**src/source/fft_settings.svh**
```systemverilog
`ifndef FFT_SETTINGS_SVH
`define FFT_SETTINGS_SVH

// Transform geometry
`define FFT_POINTS  16
`define FFT_LOG2    4
`define FFT_IN_W    16
`define FFT_DATA_W  24
`define FFT_TW_FRAC 14

// APB register map in byte offsets
`define APB_ADDR_W  8
`define REG_CTRL    8'h00
`define REG_STATUS  8'h04
`define REG_IN_BASE 8'h40
`define REG_RE_BASE 8'h80
`define REG_IM_BASE 8'hC0

`endif

```
**src/source/fft_pkg.sv**
```systemverilog
`include "fft_settings.svh"

package fft_pkg;

    typedef logic signed [`FFT_DATA_W-1:0] sample_t;
    typedef logic signed [`FFT_IN_W-1:0]   in_part_t;
    typedef logic [`FFT_LOG2-1:0]          addr_t;
    typedef logic [`FFT_LOG2-2:0]          tw_idx_t;   // Twiddle index m from 0 to 7
    typedef logic [$clog2(`FFT_LOG2)-1:0]  stage_t;

    typedef struct packed {
        sample_t re;
        sample_t im;
    } cplx_t;

    typedef struct packed {
        logic    valid;
        addr_t   addr_a;
        addr_t   addr_b;
        tw_idx_t tw_idx;
    } bfly_rd_t;

    typedef struct packed {
        logic  valid;
        addr_t addr_a;
        addr_t addr_b;
        cplx_t a;
        cplx_t b;
    } bfly_wr_t;

    typedef struct packed {
        logic  rd;
        logic  wr;
        addr_t addr;
        cplx_t data;
    } host_req_t;

    typedef enum logic [2:0] {IDLE, RUN, DRAIN, NEXT, DONE} fsm_state_t;

endpackage

```
**src/source/fft_apb_regs.sv**
```systemverilog
`timescale 1ns/10ps
`include "fft_settings.svh"

module fft_apb_regs (
    input  logic                    clk,
    input  logic                    rst_n,
    input  logic                    psel_i,
    input  logic                    penable_i,
    input  logic                    pwrite_i,
    input  logic [`APB_ADDR_W-1:0]  paddr_i,
    input  logic [31:0]             pwdata_i,
    output logic [31:0]             prdata_o,
    output logic                    pready_o,
    output logic                    pslverr_o,
    output fft_pkg::host_req_t      host_req_o,
    input  fft_pkg::cplx_t          host_rdata_i,
    output logic                    start_o,
    input  logic                    busy_i,
    input  logic                    done_i
);

    logic                   access;
    logic [`APB_ADDR_W-1:0] region;
    logic                   aligned;
    logic                   ctrl_hit;
    logic                   status_hit;
    logic                   in_hit;
    logic                   re_hit;
    logic                   im_hit;
    logic                   mapped;
    logic                   err;
    logic                   sample_rd;
    logic                   rd_wait_q;
    fft_pkg::addr_t         idx;
    fft_pkg::in_part_t      in_re;
    fft_pkg::in_part_t      in_im;
    fft_pkg::sample_t       rd_re;
    fft_pkg::sample_t       rd_im;

    assign access  = psel_i & penable_i;
    assign region  = paddr_i & {2'b11, {(`APB_ADDR_W-2){1'b0}}};   // Top two bits select the bank
    assign aligned = paddr_i[1:0] == 2'b00;
    assign idx     = paddr_i[5:2];

    assign ctrl_hit   = paddr_i == `REG_CTRL;
    assign status_hit = paddr_i == `REG_STATUS;
    assign in_hit     = aligned & (region == `REG_IN_BASE);
    assign re_hit     = aligned & (region == `REG_RE_BASE);
    assign im_hit     = aligned & (region == `REG_IM_BASE);

    // Inputs are write only and results read only
    assign mapped = ctrl_hit | status_hit | (in_hit & pwrite_i) | ((re_hit | im_hit) & ~pwrite_i);
    assign err    = access & (~mapped | ((in_hit | re_hit | im_hit) & busy_i));

    assign sample_rd = access & ~pwrite_i & (re_hit | im_hit) & ~busy_i;

    // First access cycle of a sample read fetches the word, second one returns it
    always_ff @(posedge clk or negedge rst_n) begin
        if (!rst_n) begin
            rd_wait_q <= 1'b0;
        end else begin
            rd_wait_q <= sample_rd & ~rd_wait_q;
        end
    end

    assign pready_o  = ~(sample_rd & ~rd_wait_q);
    assign pslverr_o = err;
    assign start_o   = access & pwrite_i & ctrl_hit & pwdata_i[0];

    assign in_re = pwdata_i[`FFT_IN_W-1:0];
    assign in_im = pwdata_i[2*`FFT_IN_W-1:`FFT_IN_W];

    always_comb begin
        host_req_o.rd      = sample_rd & ~rd_wait_q;
        host_req_o.wr      = access & pwrite_i & in_hit & ~busy_i;
        host_req_o.addr    = pwrite_i ? {idx[0], idx[1], idx[2], idx[3]} : idx;   // Bit-reversed load
        host_req_o.data.re = fft_pkg::sample_t'(in_re);
        host_req_o.data.im = fft_pkg::sample_t'(in_im);
    end

    assign rd_re = host_rdata_i.re;
    assign rd_im = host_rdata_i.im;

    always_comb begin
        prdata_o = '0;
        if (access & ~pwrite_i & ~err) begin
            if (status_hit) begin
                prdata_o = {30'd0, done_i, busy_i};
            end else if (re_hit) begin
                prdata_o = 32'(rd_re);
            end else if (im_hit) begin
                prdata_o = 32'(rd_im);
            end
        end
    end

endmodule

```
**config.mk**
```make
export PLATFORM = sky130hd
export DESIGN_NAME = fft_apb_regs
export DESIGN_NICKNAME = d
export VERILOG_FILES = /design/src/source/fft_pkg.sv /design/src/source/fft_apb_regs.sv
export VERILOG_INCLUDE_DIRS = /design/src /design/src/source
export SDC_FILE = /design/constraint.sdc
export NUM_CORES = 1
export LEC_CHECK = 0
export BUFFER_PORTS_ARGS = -buffer_cell sky130_fd_sc_hd__buf_2
export CAP_MARGIN = 20
export CORE_AREA = 2 2 72 74
export CTS_CLUSTER_SIZE = 40
export DETAILED_ROUTE_END_ITERATION = 10
export DIE_AREA = 0 0 74 76
export MAX_ROUTING_LAYER = met4
export PLACE_DENSITY = 0.67
export SYNTH_ARGS = -nofsm -noshare
export SYNTH_HDL_FRONTEND = slang
export SYNTH_SLANG_ARGS = --single-unit
```
**constraint.sdc**
```tcl
create_clock -name clk -period 1.83 [get_ports clk]
set_input_delay 0.0915 -clock clk [delete_from_list [all_inputs] [get_ports clk]]
set_output_delay 0.0915 -clock clk [all_outputs]
set_load 0.02 [all_outputs]
```
==> results of run 1 <==
power groups by stage:
stage	logic [mW]	clock network [mW]	registers [mW]
after floorplan	0.244	0	0.0227
after global placement	0.181	0	0.0227
after detailed placement	0.184	0	0.0227
after CTS	0.186	0	0.0227
after global routing	0.201	0	0.0227
final	0.184	0	0.0227
stage by stage:
stage	cells	util
final	253	0.250
after global routing	253	0.250
after CTS	253	0.250
after detailed placement	252	0.248
after global placement	252	0.248
after floorplan	135	-
cell families (layout without fill, tap and decap cells):
logic type / after synthesis / in the layout / share of synthesized area
simple gates: 36 / 36 / 0.196
buf+inv: 66 / 114 / 0.471
flops: 1 / 1 / 0.0239
mux: 29 / 29 / 0.282
compound gates: 3 / 3 / 0.0275
final cells by class:
class / count / area, µm²
multi-input cells: 68 / 529
flip-flops and latches: 1 / 25.0
fillers: 529 / 3690
inverters: 3 / 11.3
well taps: 70 / 87.6
repair buffers: 111 / 573
placed cells by master (no fill, tap or decap):
master	count
nor2_2	8
inv_1	3
nand4b_1	1
dfrtp_1	1
nor2_4	2
mux2i_1	25
nand2_1	3
nand3b_1	1
mux2_2	4
or2_1	1
or3_2	1
nor2_1	12
nor2b_1	1
dlygate4sd3_1	1
o2111a_1	1
nor4_1	3
buf_4	5
o32ai_1	2
buf_2	105
or3_4	1
nor3_1	1
nand3_1	1
final timing paths:
kind                                startpoint                  end  slack, ps  cells after the start
max                                 paddr_i[1]         prdata_o[12]        340                      6
max in group asynchronous                rst_n  rd_wait_q$_DFF_PN0_       1330                      2
max reg2reg                rd_wait_q$_DFF_PN0_  rd_wait_q$_DFF_PN0_        860                      2
min reg2reg                rd_wait_q$_DFF_PN0_  rd_wait_q$_DFF_PN0_        520                      2
min                               pwdata_i[17]        host_req_o[1]        180                      0
min in group asynchronous                rst_n  rd_wait_q$_DFF_PN0_        410                      2
critical path: stages:
cell	delay, ps
buf_2	100
or3_4	390
or2_1	310
buf_4	230
nor2_2	120
buf_2	160
routing by layer:
metal  part of all wire  wire [µm]  vias up  global-route usage
li1                   -          -      486                   -
met3              0.097        260       14             0.00661
met1               0.39       1050      409              0.0968
met5                  0          0        -                   -
met2               0.49       1310       65               0.156
met4              0.026         69        0              0.0255
==> summary.txt, run 1 <==
Run status
  • Status: completed

Logic synthesis
  • Post-Syn Area per Cell: 7.76 µm²
  • Net Count, Synth: 230
  • Most frequent cell after synthesis: buf_4
  • Netlist cell types: 24
  • Yosys warnings: 0
  • Synth top area share: 0.401
  • Post-synthesis sequential area ratio: 0.0239
  • Ys async rst share: 1.00
  • Post-synth EDFFs: 0
  • FF+latch count, synth: 1
  • Cells after Synth: 135
  • Synth area leaders: buf_4 (40%), mux2i_1 (24%), nor2_2 (4.8%)
  • Synth top cells by count: buf_4 (56), mux2i_1 (25), nor2_1 (12), nor2_2 (8), mux2_2 (4)
  • Synth Flop Type: dfrtp_1
  • Dominant cell type by area after synthesis: buf_4
  • Area of the mapped netlist: 1050 µm²

Placed design
  • Routability cong.: 0.651
  • DP Area: 1220 µm²
  • Port Buffer Count: 105
  • Dpl hpwl: 2300 µm
  • Post-Place Worst Slack: 324 ps

Worst setup path
  • Worst-path maximum fanout: 10
  • Worst EP required: 1740 ps
  • Critical Path End Type: primary output
  • CP Class: primary input to primary output
  • Critical Path AT: 1400 ps
  • Critical path startpoint category: primary input

Drt
  • TritonRoute pass-1 iters: 3
  • Drt drc: 0
  • DR WL/cell: 10.6 µm
  • Vias: 974
  • DRT antenna net count: 0
  • Final wirelength: 2690 µm
  • DR iter-0 viols: 15
  • Vias per Instance: 3.85

STA
  • Max-slew violations: 0
  • Skew final: 0 ps
  • Fmax: 671 MHz
  • Slew headroom: 0.773
  • Final setup viols: 0
  • RSZ-0062 raised after global routing: no
  • Final min period: 1490 ps
  • Final TNS setup: 0 ps
  • Final Hold Vio Count: 0
  • Worst-margin pin slew: 340 ps
  • Crit share post-route: 0.814
  • Min setup slack post-route: 341 ps
  • Hold_ws: 183 ps

Finish
  • Antenna diodes: 0
  • Max reg flops: 1
  • Layout cells sized above 1: 0.689
  • Biggest register: rd_wait_q
  • Nets: 280
  • Final Cell Area: 1230 µm²
  • Top Registers: rd_wait_q (1)
  • Layout Area Growth over Synthesis: 17.1%

Floorplan
  • DIE WIDTH: 74 µm
  • Initial Util: 0.213
  • Core Area: 4910 µm²
  • Row cnt: 26
  • DIE AREA: 5620 µm²
  • Die Height: 76 µm
  • Ports: 184

Global route
  • Largest net degree at the start of global routing: 13
  • Total Routing Usage GR: 0.0857
  • Initial antenna violation count: 0
  • Congestion Overflow GR: 0
  • Vias in the first global route: 909
  • First-pass GRT wire length: 4000 µm

Power and ir drop
  • Pwr dens: 168 nW/µm²
  • Clock share of power: 0
  • Maximum VDD drop: 0.0955 mV
  • Net Sw Frac: 0.415
  • Static Leak: 0.747 nW
  • Total power: 0.206 mW
  • Internal power: 0.121 mW
  • Combinational group share of total power: 0.890
  • Sequential share of power: 0.110
  • Psw: 0.0855 mW

Clock tree
  • Clock insertion delay at the later pin of the skew report: 0 ps
  • Post-cts gate resize count: 0
  • Post-CTS Setup Bufs: 0
  • Hold Buf Count CTS: 1

Worst hold path
  • Class of the worst hold path: primary input to primary output

Flow run
  • Max Cap Viol: 0
(Power assumes the default switching activity.)
==> run 2, diff against run 1 <==
--- a/config.mk
+++ b/config.mk
@@ -13,7 +13,7 @@
 export DETAILED_ROUTE_END_ITERATION = 10
 export DIE_AREA = 0 0 74 76
 export MAX_ROUTING_LAYER = met4
-export PLACE_DENSITY = 0.67
+export PLACE_DENSITY = 0.7
 export SYNTH_ARGS = -nofsm -noshare
 export SYNTH_HDL_FRONTEND = slang
 export SYNTH_SLANG_ARGS = --single-unit
==> constraint.sdc (replaced) <==
create_clock -name clk -period 1.33 [get_ports clk]
set_input_delay 0.0665 -clock clk [delete_from_list [all_inputs] [get_ports clk]]
set_output_delay 0.0665 -clock clk [all_outputs]
set_load 0.02 [all_outputs]
==> summary.txt, run 2 (synthesis gave the netlist of run 1 again) <==
Run status
  • Status: finished, violations left
  • Failing checks: setup timing

Floorplan
  • Core Area: 4910 µm² (unchanged)
  • DIE WIDTH: 74 µm (unchanged)
  • Row cnt: 26 (unchanged)
  • Ports: 184 (unchanged)
  • Die Height: 76 µm (unchanged)
  • Initial Util: 0.213 (unchanged)
  • DIE AREA: 5620 µm² (unchanged)

Finish
  • Biggest register: rd_wait_q
  • Layout cells sized above 1: 0.766 (+0.0774)
  • Max reg flops: 1 (unchanged)
  • Fin cells: 258 (+2.0%)
  • Top Registers: rd_wait_q (1)
  • Antenna diodes: 0 (unchanged)
  • Layout Area Growth over Synthesis: 51.6%
  • Commonest non-fill, non-tap cells in the layout: buf_2 (75), mux2i_1 (25), buf_6 (22)
  • Commonest non-fill, non-tap cell in the layout: buf_2
  • Fin util: 0.323 (+0.0736)
  • Final Cell Area: 1590 µm² (+29%)
  • Nets: 285 (+1.8%)

Worst setup path
  • Flop2flop setup slack: 360 ps (-500 ps)
  • Worst-path maximum fanout: 8 (-2)
  • CP Class: primary input to primary output
  • Worst r2r dst: rd_wait_q$_DFF_PN0_
  • Critical path's most frequent cell: buf_6
  • Critical Path End Type: primary output
  • Slowest CP cell: or3_4
  • Max incr delay on CP: 380 ps (about the same)
  • Critical path startpoint category: primary input
  • Crit path buffers/inverters: 3 (unchanged)
  • Crit-path leading delay family: simple AND/OR/NAND/NOR gates
  • Worst EP required: 1260 ps (-480 ps)
  • Critical Path AT: 1280 ps (-120 ps)
  • Worst path cell trace: buf_6, or3_4, or2_4, clkbuf_16, nor2_4, buf_6
  • Worst Setup SP: busy_i
  • Worst reg2reg path startpoint: rd_wait_q$_DFF_PN0_
  • Worst R2R Path Depth: 2 (unchanged)

Global route
  • Largest net degree at the start of global routing: 14 (+1)
  • First-pass GRT wire length: 3840 µm (-4.1%)
  • GR met1 Demand/Resource: 0.0873 (-0.00946)
  • Congestion Overflow GR: 0 (unchanged)
  • Vias in the first global route: 916 (+0.77%)
  • Total Routing Usage GR: 0.0819 (-0.00376)
  • Met2 Use GR: 0.153 (-0.00357)
  • GR Util met3: 0.00926 (+0.00265)
  • GRT Max-Usage Layer: met2
  • Initial antenna violation count: 0 (unchanged)

Power and ir drop
  • Maximum VDD drop: 0.0882 mV (-7.6%)
  • Total power: 0.327 mW (+58%)
  • Pwr dens: 206 nW/µm² (+22%)
  • Static Leak: 0.820 nW (+9.8%)

STA
  • Final Hold Vio Count: 0 (unchanged)
  • Worst-margin pin slew: 368 ps (+27.7 ps)
  • Fmax: 745 MHz
  • Max-slew violations: 0 (unchanged)
  • Final TNS setup: -70.2 ps (-70.2 ps)
  • RSZ-0062 raised after global routing: yes
  • Final min period: 1340 ps
  • Final setup viols: 10 (+10)
  • Crit share post-route: 1.01
  • Min setup slack post-route: -12.9 ps (-354 ps)
  • Hold_ws: 133 ps (-50.0 ps)
  • Skew final: 0 ps (unchanged)
  • Slew headroom: 0.748 (-0.0255)

Drt
  • DRT antenna net count: 0 (unchanged)
  • Final wirelength: 2950 µm (+9.8%)
  • Drt drc: 0 (unchanged)
  • DR iter-0 viols: 18 (+3)
  • Vias per Instance: 4.07 (+5.8%)
  • DR WL/cell: 11.4 µm (+7.6%)
  • Vias: 1051 (+7.9%)
  • TritonRoute pass-1 iters: 4 (+1)

Worst hold path
  • Worst Hold Launch: pwdata_i[17]
  • Hold Path Depth: 0 (unchanged)
  • Class of the worst hold path: primary input to primary output
  • WHS Endpoint: host_req_o[1]

Placed design
  • Dpl hpwl: 2280 µm (-1.2%)
  • Post-Place Worst Slack: -190 ps (-514 ps)
  • Port Buffer Count: 105 (unchanged)
  • Routability cong.: 0.704 (+8.1%)
  • Post-Place Cells: 253 (+0.40%)
  • DP Area: 1240 µm² (+2.3%)

Flow run
  • Max Cap Viol: 0 (unchanged)

Clock tree
  • Clock insertion delay at the later pin of the skew report: 0 ps (unchanged)
-- run 2: routing by layer --
| metal | vias to the layer above | routed length (µm) |
|---|---|---|
| li1 | 502 | - |
| met1 | 463 | 1050 |
| met2 | 72 | 1520 |
| met3 | 14 | 308 |
| met4 | 0 | 70 |
| met5 | - | 0 |
-- run 2: final cells by class --
cell class	instances	area (µm²)
Timing Repair Buffer	115	803
Multi-Input combinational cell	69	661
Inverter	3	11.3
Tap cell	70	87.6
Sequential cell	1	25.0
Fill cell	500	3320
-- run 2: worst max-delay path by stage --
stage / to / cells after the start
global route: prdata_o[5] / 6
detailed placement: prdata_o[13] / 6
global placement: prdata_o[13] / 6
floorplan: start_o / 4
CTS: prdata_o[22] / 6
finish: prdata_o[4] / 6
-- run 2: power by group --
| part | internal, mW | switching [mW] | total (mW) | leakage (nW) |
|---|---|---|---|---|
| Combinational | 0.152 | 0.144 | 0.296 | 0.806 |
| Clock | 0 | 0 | 0 | 0 |
| Sequential | 0.0311 | 0.0000510 | 0.0312 | 0.0139 |
| Total | 0.183 | 0.144 | 0.327 | 0.820 |
-- run 2: what timing repair did --
item | 4_1_cts | 5_1_grt
gates cloned | 0 | 2
resized for setup | 23 | 60
hold buffers | 1 | 0
pin swaps | 1 | 23
setup endpoints to repair | 33 | 32
endpoints found under the hold margin | 1 | 0
buffers inserted | 1 | 1
==> run 3, diff against run 2 <==
--- a/config.mk
+++ b/config.mk
@@ -6,7 +6,7 @@
 export SDC_FILE = /design/constraint.sdc
 export NUM_CORES = 1
 export LEC_CHECK = 0
-export BUFFER_PORTS_ARGS = -buffer_cell sky130_fd_sc_hd__buf_2
+export BUFFER_PORTS_ARGS = -buffer_cell sky130_fd_sc_hd__buf_4
 export CAP_MARGIN = 20
 export CORE_AREA = 2 2 72 74
 export CTS_CLUSTER_SIZE = 40
==> summary.txt, run 3 (synthesis gave the netlist of run 1 again) <==
Run status
  • Status: finished, violations left
  • Failing checks: setup timing

Finish
  • Final Cell Area: 1760 µm² (+11%)
  • Antenna diodes: 0 (unchanged)
  • Commonest non-fill, non-tap cell in the layout: buf_4
  • Layout Area Growth over Synthesis: 68.2%
  • Fin cells: 256 (-0.78%)
  • Top Registers: rd_wait_q (1)
  • Commonest non-fill, non-tap cells in the layout: buf_4 (88), mux2i_1 (25), buf_6 (22)
  • Layout cells sized above 1: 0.763 (-0.00252)
  • Fin util: 0.359 (+0.0354)
  • Nets: 283 (-0.70%)
  • Max reg flops: 1 (unchanged)
  • Biggest register: rd_wait_q

STA
  • Final setup viols: 11 (+1)
  • Fmax: 739 MHz (-0.78%)
  • Skew final: 0 ps (unchanged)
  • Final Hold Vio Count: 0 (unchanged)
  • Worst-margin pin slew: 295 ps (-72.5 ps)
  • Final TNS setup: -126 ps (-56.2 ps)
  • Slew headroom: 0.797 (+0.0497)
  • RSZ-0062 raised after global routing: yes
  • Max-slew violations: 0 (unchanged)
  • Final min period: 1350 ps (+10.6 ps)
  • Crit share post-route: 1.02 (+0.00794)
  • Min setup slack post-route: -23.5 ps (-10.6 ps)

Worst setup path
  • Crit path buffers/inverters: 3 (unchanged)
  • Worst R2R Path Depth: 2 (unchanged)
  • Worst EP required: 1260 ps (about the same)
  • Worst path cell trace: buf_6, or3_4, or2_4, clkbuf_16, nor2_4, buf_6
  • Worst-path maximum fanout: 7 (-1)
  • CP Class: primary input to primary output
  • Max incr delay on CP: 390 ps (about the same)
  • Crit-path leading delay family: simple AND/OR/NAND/NOR gates
  • Critical Path AT: 1290 ps (about the same)
  • Critical path startpoint category: primary input
  • Critical path's most frequent cell: buf_6
  • Slowest CP cell: or3_4
  • Levels on crit path: 6 (unchanged)
  • Critical Path End Type: primary output

Floorplan
  • Initial Util: 0.213 (unchanged)
  • Row cnt: 26 (unchanged)
  • DIE AREA: 5620 µm² (unchanged)
  • Core Area: 4910 µm² (unchanged)
  • DIE WIDTH: 74 µm (unchanged)
  • Die Height: 76 µm (unchanged)
  • Ports: 184 (unchanged)

Power and ir drop
  • Static Leak: 0.871 nW (+6.2%)
  • Total power: 0.382 mW (+17%)
  • Pwr dens: 217 nW/µm² (+5.2%)
  • Maximum VDD drop: 0.0799 mV (-9.4%)

Global route
  • Vias in the first global route: 961 (+4.9%)
  • Congestion Overflow GR: 0 (unchanged)
  • Initial antenna violation count: 0 (unchanged)
  • Largest net degree at the start of global routing: 14 (unchanged)
  • First-pass GRT wire length: 4310 µm (+12%)
  • Total Routing Usage GR: 0.0925 (+0.0106)

Flow run
  • Max Cap Viol: 0 (unchanged)

Clock tree
  • Clock insertion delay at the later pin of the skew report: 0 ps (unchanged)

Drt
  • DR iter-0 viols: 6 (-12)
  • TritonRoute pass-1 iters: 4 (unchanged)
  • DR WL/cell: 11.9 µm (+4.2%)
  • DRT antenna net count: 0 (unchanged)
  • Final wirelength: 3050 µm (+3.4%)
  • Vias: 1058 (+0.67%)
  • Vias per Instance: 4.13 (+1.5%)
  • Drt drc: 0 (unchanged)

Placed design
  • Post-Place Cells: 252 (-0.40%)
  • DP Area: 1500 µm² (+21%)
  • Routability cong.: 0.744 (+5.6%)
  • Port Buffer Count: 105 (unchanged)
  • Dpl hpwl: 2390 µm (+5.0%)

Worst hold path
  • Class of the worst hold path: primary input to primary output
  • Hold Path Depth: 0 (unchanged)
==> run 3: cell type report <==
cell class / instances / area [µm²]
fillers: 500 / 3150
inverters: 3 / 11.3
multi-input cells: 68 / 654
flip-flops and latches: 1 / 25.0
well taps: 70 / 87.6
repair buffers: 114 / 983
==> run 3: metrics by stage <==
| stage | worst slack [ps] | hold WS [ps] |
|---|---|---|
| 2_1_floorplan | 0.137 | -229 |
| 3_3_place_gp | -140 | -156 |
| 3_5_place_dp | -161 | -154 |
| 4_1_cts | -21.7 | 133 |
| 5_1_grt | -59.0 | 133 |
| 6_report | -23.5 | 133 |
==> run 3: where the power goes <==
part | switching [mW] | internal (mW) | total (mW) | leakage (nW)
clock | 0 | 0 | 0 | 0
combinational | 0.143 | 0.207 | 0.350 | 0.857
sequential | 0.0000633 | 0.0312 | 0.0312 | 0.0139
total | 0.144 | 0.238 | 0.382 | 0.871
==> run 3: layer usage <==
layer	vias to the layer above	share of wire	GRT usage
met4	0	0.019	0.0200
met5	-	0	-
li1	496	-	-
met3	12	0.10	0.00661
met1	485	0.34	0.104
met2	65	0.54	0.173
==> run 3: path summary, 6_finish.rpt <==
kind / start / slack, ps / end
max: busy_i / -20 / prdata_o[5]
min: pwdata_i[17] / 130 / host_req_o[1]
max reg2reg: rd_wait_q$_DFF_PN0_ / 350 / rd_wait_q$_DFF_PN0_
min reg2reg: rd_wait_q$_DFF_PN0_ / 520 / rd_wait_q$_DFF_PN0_
max in group asynchronous: rst_n / 850 / rd_wait_q$_DFF_PN0_
min in group asynchronous: rst_n / 400 / rd_wait_q$_DFF_PN0_
==> run 3: what timing repair did <==
item / 4_1_cts / 5_1_grt
endpoints found under the hold margin: 1 / 0
gates cloned: 0 / 1
resized for setup: 9 / 46
pin swaps: 1 / 22
setup buffers: 1 / 1
setup endpoints to repair: 33 / 30
hold buffers: 1 / 0
